`src/ex_config.svh`:
```
`ifndef EX_CONFIG_SVH
`define EX_CONFIG_SVH

// Data path word width
`define EX_XLEN 32

// Register file address width, 32 registers
`define EX_RADDR_W 5

// ALU opcode width
// 16 operations fill the field exactly
`define EX_ALU_OP_W 4

`endif

```
`src/ex_pkg.sv`:
```
`include "ex_config.svh"

package ex_pkg;

  ////////////////////
  // ALU opcodes
  ////////////////////

  // Arithmetic, logic and shifts come first
  // Branch compares follow and only drive the compare flag
  typedef enum logic [`EX_ALU_OP_W-1:0] {
    ALU_ADD,
    ALU_SUB,
    ALU_AND,
    ALU_OR,
    ALU_XOR,
    ALU_SLL,
    ALU_SRL,
    ALU_SRA,
    ALU_SLT,
    ALU_SLTU,
    ALU_EQ,
    ALU_NE,
    ALU_LT,
    ALU_GE,
    ALU_LTU,
    ALU_GEU
  } alu_op_e;

  ////////////////////
  // Multiplier modes
  ////////////////////

  // Bit 0 marks operand a as signed, bit 1 marks operand b
  // First letter of the name is for a, the second for b
  typedef enum logic [1:0] {
    MULT_UU = 2'b00,
    MULT_SU = 2'b01,
    MULT_US = 2'b10,
    MULT_SS = 2'b11
  } mult_sign_e;

endpackage

```
`src/ex_op_if.sv`:
```
`timescale 1ns/1ps
`include "ex_config.svh"

// Operation bundle handed from the stage top to the execute blocks
interface ex_op_if
  import ex_pkg::*;
();

  // ALU operation and its operands
  alu_op_e              operator;
  logic [`EX_XLEN-1:0]  operand_a;
  logic [`EX_XLEN-1:0]  operand_b;
  // Accumulator for MAC, jump target for branches
  logic [`EX_XLEN-1:0]  operand_c;

  // Multiplier controls
  logic                 vector_mode;
  logic                 mult_en;
  logic [1:0]           mult_sel_subword;
  mult_sign_e           mult_signed_mode;
  logic                 mult_mac_en;

  // Driving side at the stage top
  modport src (
    output operator, operand_a, operand_b, operand_c,
    output vector_mode, mult_en, mult_sel_subword, mult_signed_mode, mult_mac_en
  );

  modport alu (input operator, operand_a, operand_b);

  modport mult (
    input operand_a, operand_b, operand_c,
    input vector_mode, mult_en, mult_sel_subword, mult_signed_mode, mult_mac_en
  );

  modport ctrl (input mult_en, operand_c);

endinterface

```
`src/ex_alu.sv`:
```
`timescale 1ns/1ps
`include "ex_config.svh"

module ex_alu
  import ex_pkg::*;
(
  ex_op_if.alu                 op,
  output logic [`EX_XLEN-1:0]  result_o,
  output logic                 cmp_result_o
);

  localparam int SHAMT_W = $clog2(`EX_XLEN);

  // Shared adder, subtracts for everything except ADD
  logic                 is_sub;
  logic [`EX_XLEN-1:0]  adder_b;
  logic [`EX_XLEN:0]    adder_sum;

  // Compare terms taken from the adder
  logic                 is_equal;
  logic                 lt_signed;
  logic                 lt_unsigned;

  logic [SHAMT_W-1:0]   shamt;

  ////////////////////
  // Adder
  ////////////////////

  assign is_sub  = (op.operator != ALU_ADD);
  // Two's complement of b, the +1 enters as carry in
  assign adder_b = is_sub ? ~op.operand_b : op.operand_b;

  assign adder_sum = {1'b0, op.operand_a}
                   + {1'b0, adder_b}
                   + {{`EX_XLEN{1'b0}}, is_sub};

  // Zero difference means equal operands
  assign is_equal    = (adder_sum[`EX_XLEN-1:0] == '0);
  // No carry out of a - b means a borrowed, so a < b unsigned
  assign lt_unsigned = ~adder_sum[`EX_XLEN];
  // Signs differ: the negative one is smaller, else the difference sign decides
  assign lt_signed   = (op.operand_a[`EX_XLEN-1] ^ op.operand_b[`EX_XLEN-1])
                     ? op.operand_a[`EX_XLEN-1]
                     : adder_sum[`EX_XLEN-1];

  ////////////////////
  // Compare flag
  ////////////////////

  always_comb
  begin
    case (op.operator)
      ALU_EQ:            cmp_result_o = is_equal;
      ALU_NE:            cmp_result_o = ~is_equal;
      ALU_LT, ALU_SLT:   cmp_result_o = lt_signed;
      ALU_GE:            cmp_result_o = ~lt_signed;
      ALU_LTU, ALU_SLTU: cmp_result_o = lt_unsigned;
      ALU_GEU:           cmp_result_o = ~lt_unsigned;
      // Arithmetic and logic give no compare outcome
      default:           cmp_result_o = 1'b0;
    endcase
  end

  ////////////////////
  // Result word
  ////////////////////

  // Only the low bits of b count as shift amount
  assign shamt = op.operand_b[SHAMT_W-1:0];

  always_comb
  begin
    case (op.operator)
      ALU_ADD, ALU_SUB: result_o = adder_sum[`EX_XLEN-1:0];
      ALU_AND:          result_o = op.operand_a & op.operand_b;
      ALU_OR:           result_o = op.operand_a | op.operand_b;
      ALU_XOR:          result_o = op.operand_a ^ op.operand_b;
      ALU_SLL:          result_o = op.operand_a << shamt;
      ALU_SRL:          result_o = op.operand_a >> shamt;
      // Sign bit fills from the top
      ALU_SRA:          result_o = $unsigned($signed(op.operand_a) >>> shamt);
      // Set-less-than and branch compares land in bit 0
      default:          result_o = {{(`EX_XLEN-1){1'b0}}, cmp_result_o};
    endcase
  end

endmodule

```
`src/ex_mult.sv`:
```
`timescale 1ns/1ps
`include "ex_config.svh"

module ex_mult
  import ex_pkg::*;
(
  ex_op_if.mult                op,
  output logic [`EX_XLEN-1:0]  result_o
);

  localparam int HALF_W = `EX_XLEN / 2;

  // Selected halves for subword mode
  logic [HALF_W-1:0]    half_a;
  logic [HALF_W-1:0]    half_b;

  // Signedness of each half
  logic                 sign_a;
  logic                 sign_b;

  // Halves widened to a full word
  logic [`EX_XLEN-1:0]  ext_a;
  logic [`EX_XLEN-1:0]  ext_b;

  // Operands into the single shared multiplier
  logic [`EX_XLEN-1:0]  mul_a;
  logic [`EX_XLEN-1:0]  mul_b;

  logic [`EX_XLEN-1:0]  product;
  logic [`EX_XLEN-1:0]  acc;

  ////////////////////
  // Subword select
  ////////////////////

  // Bit 0 picks the half of a, bit 1 the half of b
  assign half_a = op.mult_sel_subword[0] ? op.operand_a[`EX_XLEN-1:HALF_W]
                                         : op.operand_a[HALF_W-1:0];
  assign half_b = op.mult_sel_subword[1] ? op.operand_b[`EX_XLEN-1:HALF_W]
                                         : op.operand_b[HALF_W-1:0];

  always_comb
  begin
    case (op.mult_signed_mode)
      MULT_SU:
      begin
        sign_a = 1'b1;
        sign_b = 1'b0;
      end
      MULT_US:
      begin
        sign_a = 1'b0;
        sign_b = 1'b1;
      end
      MULT_SS:
      begin
        sign_a = 1'b1;
        sign_b = 1'b1;
      end
      default:
      begin
        sign_a = 1'b0;
        sign_b = 1'b0;
      end
    endcase
  end

  // Sign or zero extension of each half
  assign ext_a = {{HALF_W{sign_a & half_a[HALF_W-1]}}, half_a};
  assign ext_b = {{HALF_W{sign_b & half_b[HALF_W-1]}}, half_b};

  ////////////////////
  // Multiply
  ////////////////////

  // Operands held at zero while the unit is idle to keep the array quiet
  assign mul_a = !op.mult_en   ? '0
               : op.vector_mode ? ext_a
               : op.operand_a;
  assign mul_b = !op.mult_en   ? '0
               : op.vector_mode ? ext_b
               : op.operand_b;

  // Low word only
  // Extended 16x16 products always fit in 32 bits, so the low word is exact
  assign product = mul_a * mul_b;

  // Accumulate operand c, wraps modulo 2^32
  assign acc      = op.mult_mac_en ? op.operand_c : '0;
  assign result_o = product + acc;

endmodule

```
`src/ex_ctrl.sv`:
```
`timescale 1ns/1ps
`include "ex_config.svh"

module ex_ctrl
(
  input  logic                    clk,
  input  logic                    rst_n,

  ex_op_if.ctrl                   op,

  // Block results
  input  logic [`EX_XLEN-1:0]     alu_result_i,
  input  logic                    alu_cmp_i,
  input  logic [`EX_XLEN-1:0]     mult_result_i,

  // CSR read path
  input  logic                    csr_access_i,
  input  logic [`EX_XLEN-1:0]     csr_rdata_i,

  // Write requests from decode
  input  logic                    regfile_alu_we_i,
  input  logic [`EX_RADDR_W-1:0]  regfile_alu_waddr_i,
  input  logic                    regfile_we_i,
  input  logic [`EX_RADDR_W-1:0]  regfile_waddr_i,

  // Downstream readiness
  input  logic                    lsu_ready_ex_i,
  input  logic                    wb_ready_i,

  // Forwarding path
  output logic [`EX_XLEN-1:0]     regfile_alu_wdata_fw_o,
  output logic                    regfile_alu_we_fw_o,
  output logic [`EX_RADDR_W-1:0]  regfile_alu_waddr_fw_o,

  // Branch outcome to fetch
  output logic                    branch_decision_o,
  output logic [`EX_XLEN-1:0]     jump_target_o,

  // EX/WB register
  output logic                    regfile_we_wb_o,
  output logic [`EX_RADDR_W-1:0]  regfile_waddr_wb_o,

  output logic                    ex_ready_o,
  output logic                    ex_valid_o
);

  // ALU write port passes straight through
  assign regfile_alu_we_fw_o    = regfile_alu_we_i;
  assign regfile_alu_waddr_fw_o = regfile_alu_waddr_i;

  // Result priority: CSR, then multiplier, then ALU
  always_comb
  begin
    if (csr_access_i)
      regfile_alu_wdata_fw_o = csr_rdata_i;
    else if (op.mult_en)
      regfile_alu_wdata_fw_o = mult_result_i;
    else
      regfile_alu_wdata_fw_o = alu_result_i;
  end

  // Target is computed in decode and rides on operand c
  assign branch_decision_o = alu_cmp_i;
  assign jump_target_o     = op.operand_c;

  ////////////////////
  // Stall control
  ////////////////////

  // Nothing is buffered here, so valid just mirrors ready
  assign ex_ready_o = lsu_ready_ex_i & wb_ready_i;
  assign ex_valid_o = ex_ready_o;

  ////////////////////
  // EX/WB register
  ////////////////////

  always_ff @(posedge clk or negedge rst_n)
  begin
    if (!rst_n)
    begin
      regfile_we_wb_o    <= 1'b0;
      regfile_waddr_wb_o <= '0;
    end
    else if (ex_valid_o)
    begin
      regfile_we_wb_o    <= regfile_we_i;
      regfile_waddr_wb_o <= regfile_waddr_i;
    end
    else if (wb_ready_i)
    begin
      // Writeback drained but the LSU stalls, so insert a bubble
      regfile_we_wb_o    <= 1'b0;
    end
  end

endmodule

```
`src/ex_stage.sv`:
```
`timescale 1ns/1ps
`include "ex_config.svh"

module ex_stage
  import ex_pkg::*;
(
  input  logic                    clk,
  input  logic                    rst_n,

  // Operation from decode
  input  alu_op_e                 alu_operator_i,
  input  logic [`EX_XLEN-1:0]     alu_operand_a_i,
  input  logic [`EX_XLEN-1:0]     alu_operand_b_i,
  input  logic [`EX_XLEN-1:0]     alu_operand_c_i,

  input  logic                    vector_mode_i,

  // Multiplier controls
  input  logic                    mult_en_i,
  input  logic [1:0]              mult_sel_subword_i,
  input  mult_sign_e              mult_signed_mode_i,
  input  logic                    mult_mac_en_i,

  // ALU result write port
  input  logic [`EX_RADDR_W-1:0]  regfile_alu_waddr_i,
  input  logic                    regfile_alu_we_i,

  // Load write port, carried on to writeback
  input  logic                    regfile_we_i,
  input  logic [`EX_RADDR_W-1:0]  regfile_waddr_i,

  // CSR read
  input  logic                    csr_access_i,
  input  logic [`EX_XLEN-1:0]     csr_rdata_i,

  // EX/WB register outputs
  output logic [`EX_RADDR_W-1:0]  regfile_waddr_wb_o,
  output logic                    regfile_we_wb_o,

  // Forwarding to decode and register file
  output logic [`EX_RADDR_W-1:0]  regfile_alu_waddr_fw_o,
  output logic                    regfile_alu_we_fw_o,
  output logic [`EX_XLEN-1:0]     regfile_alu_wdata_fw_o,

  // Branch outcome to fetch
  output logic [`EX_XLEN-1:0]     jump_target_o,
  output logic                    branch_decision_o,

  // Handshake
  input  logic                    lsu_ready_ex_i,
  output logic                    ex_ready_o,
  output logic                    ex_valid_o,
  input  logic                    wb_ready_i
);

  logic [`EX_XLEN-1:0]  alu_result;
  logic                 alu_cmp_result;
  logic [`EX_XLEN-1:0]  mult_result;

  ////////////////////
  // Operation bundle
  ////////////////////

  ex_op_if op_bus ();

  assign op_bus.operator         = alu_operator_i;
  assign op_bus.operand_a        = alu_operand_a_i;
  assign op_bus.operand_b        = alu_operand_b_i;
  assign op_bus.operand_c        = alu_operand_c_i;
  assign op_bus.vector_mode      = vector_mode_i;
  assign op_bus.mult_en          = mult_en_i;
  assign op_bus.mult_sel_subword = mult_sel_subword_i;
  assign op_bus.mult_signed_mode = mult_signed_mode_i;
  assign op_bus.mult_mac_en      = mult_mac_en_i;

  ////////////////////
  // Datapath blocks
  ////////////////////

  ex_alu u_alu (
    .op           (op_bus),
    .result_o     (alu_result),
    .cmp_result_o (alu_cmp_result)
  );

  ex_mult u_mult (
    .op       (op_bus),
    .result_o (mult_result)
  );

  ////////////////////
  // Control
  ////////////////////

  ex_ctrl u_ctrl (
    .clk                    (clk),
    .rst_n                  (rst_n),
    .op                     (op_bus),
    .alu_result_i           (alu_result),
    .alu_cmp_i              (alu_cmp_result),
    .mult_result_i          (mult_result),
    .csr_access_i           (csr_access_i),
    .csr_rdata_i            (csr_rdata_i),
    .regfile_alu_we_i       (regfile_alu_we_i),
    .regfile_alu_waddr_i    (regfile_alu_waddr_i),
    .regfile_we_i           (regfile_we_i),
    .regfile_waddr_i        (regfile_waddr_i),
    .lsu_ready_ex_i         (lsu_ready_ex_i),
    .wb_ready_i             (wb_ready_i),
    .regfile_alu_wdata_fw_o (regfile_alu_wdata_fw_o),
    .regfile_alu_we_fw_o    (regfile_alu_we_fw_o),
    .regfile_alu_waddr_fw_o (regfile_alu_waddr_fw_o),
    .branch_decision_o      (branch_decision_o),
    .jump_target_o          (jump_target_o),
    .regfile_we_wb_o        (regfile_we_wb_o),
    .regfile_waddr_wb_o     (regfile_waddr_wb_o),
    .ex_ready_o             (ex_ready_o),
    .ex_valid_o             (ex_valid_o)
  );

endmodule

```
`config.mk`:
```
export PLATFORM = sky130hd
export DESIGN_NAME = ex_stage
export DESIGN_NICKNAME = d
export VERILOG_FILES = /design/src/ex_pkg.sv /design/src/ex_op_if.sv /design/src/ex_alu.sv /design/src/ex_mult.sv /design/src/ex_ctrl.sv /design/src/ex_stage.sv
export VERILOG_INCLUDE_DIRS = /design/src
export SDC_FILE = /design/constraint.sdc
export NUM_CORES = 2
export LEC_CHECK = 0
export BUFFER_PORTS_ARGS = -buffer_cell sky130_fd_sc_hd__buf_2
export CAP_MARGIN = 40
export CORE_MARGIN = 2
export CORE_UTILIZATION = 36
export CTS_CLUSTER_DIAMETER = 40
export DETAILED_ROUTE_END_ITERATION = 7
export PLACE_DENSITY = 0.58
export SLEW_MARGIN = 20
export SYNTH_ARGS = -nofsm -noshare
export SYNTH_HDL_FRONTEND = slang
export SYNTH_SLANG_ARGS = --single-unit
```
`constraint.sdc`:
```
create_clock -name clk -period 9.85 [get_ports clk]
set_input_delay 0 -clock clk [delete_from_list [all_inputs] [get_ports clk]]
set_output_delay 0 -clock clk [all_outputs]
set_load 0.03 [all_outputs]
```
==> summary.md <==
The flow ran to the end, and the final reports show no timing, DRC or antenna violations. The wire-length estimate of the detail-placed layout is 93.5 mm. The largest voltage drop on the vdd net was 0.000162 V; the worst hold-check slack was 0.0000132 ns. Buffers added to address setup during post-CTS repair amount to 0.

The first global-routing pass estimated 164 mm of wire. The run gives 0.355 as the worst slew slack as a fraction of its limit. Combinational family with the most area after synthesis: adder cells. The number of antenna violations at the first check in global routing was 6. The launch point of the worst hold path is regfile_alu_waddr_i[0]. Dividing the detail-routed wire length by the instance count gives 25.1 um.

The internal power of the cells totals 1.77 mW. The netlist uses 78 different library cells. The die extent in x works out to 272 um. For the pin with the worst max-slew slack, the measured transition is 0.964 ns. The top achievable clock speed was 110 MHz; the peak per-stage delay on the critical path was 0.63 ns. The run gives 0.981 as the relative contribution of combinational cells to total power. Worst-case reg-to-reg path depth: 1. For this design the ratio of total power to cell area is 180 nW/um^2. Summing over every cut layer, the via total after detailed routing is 25000.

The maximum number of buffers from clock root to sink is 2, and the largest clock skew in the final design is 0 ns. The die outline area is 73700 sq um, and the flop-to-flop setup slack is 9.10 ns. The final-layout setup total negative slack is 0 ns, and the total congestion overflow is 0.

Among all flip-flop cells after synthesis, the most frequent one is sky130_fd_sc_hd__dfrtp_1. Number of max-capacitance violations reported: 0. The class of the most critical hold timing path was primary input to output port. In the post-synthesis netlist, the biggest area contributors are sky130_fd_sc_hd__fa_1, sky130_fd_sc_hd__ha_1, sky130_fd_sc_hd__inv_1, sky130_fd_sc_hd__nor2_1, sky130_fd_sc_hd__nand2_1. At the end of routability-driven placement, the weighted congestion stood at 1.03.

Counting instances, the worst hold path has a depth of 0. Entering global routing, the biggest net connects 70 pins. Number of clock sinks seen by CTS: 6. Counting flops and latches in the post-synthesis netlist gives 6. The worst register-to-register path begins at u_ctrl.regfile_waddr_wb_o[0]$_DFFE_PN0P_. The final worst slack is 0.724 ns, and the adder-cell share of the synthesized area is 0.448.

Residual antenna-violating net count after detailed routing: 0. Yosys mapped a number of flops with a built-in enable equal to 0. For this run, design rule violations remaining after detail routing come to 0.

The tools report the placement row count as 98. Starting utilization of the core area: 0.362. Input and output buffers added on the ports amount to 222. The synthesis warning total came out at 0.

The portion of synthesized cell area occupied by the leading cell type works out to 0.341. The type of the worst setup path is primary input to output port. Dominant delay contributor by cell family on the critical path: adder cells. Data arrives at the worst endpoint at 9.13 ns. The post-synthesis cell type with the largest combined area was sky130_fd_sc_hd__fa_1.

The final standard cell utilization of the core is 0.392. The worst setup path is launched from a primary input. The area share of xor/xnor cells in the synthesized design was 0.0480; the final critical path time including I/O delays and setup was 9.13 ns. The number of nets in the synthesized netlist is 4220, and the number of DRC markers after the initial detailed-route iteration is 2954. The share of total power consumed by net switching is 0.648, and the mux contribution to synthesized area is 0.0535. The kind of end point of the critical path is an output port.

The critical path's slowest cell is sky130_fd_sc_hd__fa_1. At the placement stage, the worst setup path has a slack of 0.769 ns. For the latest clock arrival within the worst-skew pair, the log shows 0.23 ns.

The clock network fraction of design power was 0.013; the ratio of final minimum period to clock period was 0.927. The run gives 0 as the number of hold-slack violations in the final timing report. For this block, the routed nets add up to 112 mm of wire. The via count of the first global-routing pass is 24500. Of all nets on the critical path, the largest fanout is 32. For the first-pass detailed-route iteration total, the log shows 6. The simple-gate share of the synthesized area came out at 0.175.

Compared with the post-synthesis result, the final layout area differs by 8.11%. The count of final max-slew check failures is 0, and the number of H-tree levels is 1. For the number of nets in the finished design, the log shows 4308.

The endpoint identified for the worst register-to-register timing path is u_ctrl.regfile_waddr_wb_o[0]$_DFFE_PN0P_. The run gives 71100 sq um as the core region area. TritonCTS built the clock tree. The vertical die dimension was 272 um; the share of power burned in registers was 0.006. The post-synthesis instance area is 25800 sq um, and the share of the synthesized area in compound gates (AO/OA/AOI/OAI) is 0.145.

For this design the static power due to leakage is 13.7 nW. Final setup violation count: 0. For the share of the yosys chip area belonging to registers, the log shows 0.00583.

The run gives 0.299 as the total track usage. TritonCTS created 3 clock buffers. The average instance in the mapped netlist occupies 7.57 sq um. The worst hold path terminates at regfile_alu_waddr_fw_o[0].

The analysis attributes to net switching a power of 3.26 mW. After technology mapping, the gate count stands at 3405. Buffer type at the clock tree root: sky130_fd_sc_hd__clkbuf_16. Setup repair after global routing left no endpoint under its margin. Dividing the detail-routed via count by the number of cells gives 5.62. Proportion of synthesized flip-flops having asynchronous set or reset: 1.00. The number of buffers and inverters on the critical path came out at 10. STA puts the critical path data required time at 9.85 ns.

The number of top-level pins came out at 235. The share of post-route cells with drive strength above 1 works out to 0.103.
-- sequential cells by signal (all words and copies together) (netlist names) --
register,cells
u_ctrl.regfile_we_wb_o,1
u_ctrl.regfile_waddr_wb_o,5
-- through the flow --
stage | instances | power (mW) | cell area [sq um]
after floorplan | 3405 | 3.01 | 25800
after global placement | 4424 | 4.89 | 27600
final | 4443 | 5.03 | 27900
after CTS | 4435 | 4.97 | 27800
after global routing | 4443 | 5.42 | 27900
after detailed placement | 4430 | 4.88 | 27700
-- placed cells by master (no fill, tap or decap), drive strengths merged, types with 7 or more instances in the layout --
cell / count
mux2i: 105
nand3: 28
a31oi: 15
nand2b: 33
nor3: 36
and2: 39
nand4: 13
a21oi: 131
a2111oi: 9
mux2: 15
nand2: 386
and3: 12
a21o: 41
xnor2: 102
a211oi: 22
fa: 439
o21a: 15
nor4: 9
inv: 589
mux4: 7
or3: 17
o221ai: 11
xor2: 34
o22ai: 7
buf: 307
nor2: 464
a221oi: 19
or2: 8
ha: 220
o211ai: 35
o21ai: 197
a22oi: 30
-- cell type report --
| cell class | instances | area, sq um |
|---|---|---|
| tap | 950 | 1190 |
| sequential | 6 | 150 |
| timing repair buffer | 311 | 1810 |
| antenna | 2 | 5.00 |
| multi-input combinational | 2582 | 22400 |
| inverter | 589 | 2210 |
| clock buffer | 3 | 75.1 |
| fill | 7674 | 43300 |
-- repair_timing --
action / CTS / global route
hold buffers: 2 / 0
hold endpoints to repair: 7 / 0
gates resized for setup: 0 / 0
-- cells by family after synthesis --
kind of cell	after synthesis
xor gates and xnor gates	138
and+or+nand+nor	1067
AOI/OAI and AO/OA	591
adders and majority gates	659
DFF	6
muxes	127
buffers and inverters	817
-- power by group through the flow --
stage,Sequential (mW),Combinational (mW),Clock [mW]
3_5_place_dp,0.0300,4.85,0
5_1_grt,0.0302,5.32,0.0693
6_report,0.0299,4.93,0.0656
3_3_place_gp,0.0301,4.86,0
2_1_floorplan,0.0368,2.97,0
4_1_cts,0.0299,4.88,0.0667
-- synthesized netlist by cell type (all sizes together), types with 39 or more instances --
cell / n
nand2: 386
nor2: 464
xnor2: 102
a21o: 41
inv: 588
o21ai: 197
and2: 39
ha: 220
clkbuf: 164
mux2i: 105
buf: 64
a21oi: 131
fa: 439
-- how the worst max path moves through the flow --
stage | startpoint | cells past startpoint | to | slack (ns)
after floorplan | vector_mode_i | 32 | regfile_alu_wdata_fw_o[28] | 1.50
after global placement | mult_sel_subword_i[1] | 33 | regfile_alu_wdata_fw_o[31] | 0.91
after detailed placement | mult_sel_subword_i[1] | 31 | regfile_alu_wdata_fw_o[30] | 0.77
after CTS | mult_sel_subword_i[1] | 31 | regfile_alu_wdata_fw_o[30] | 0.76
after global routing | vector_mode_i | 32 | regfile_alu_wdata_fw_o[31] | 0.21
final | vector_mode_i | 34 | regfile_alu_wdata_fw_o[31] | 0.72
-- per-layer routing --
metal  up-vias  global-route usage  share of wire
met5         -                   0        0.00047
met4         8               0.131          0.056
met3       282              0.0678           0.11
met2      1519               0.443           0.42
met1     12200               0.415           0.42
li1      11000                   -              -
(Power assumes the default switching activity.)
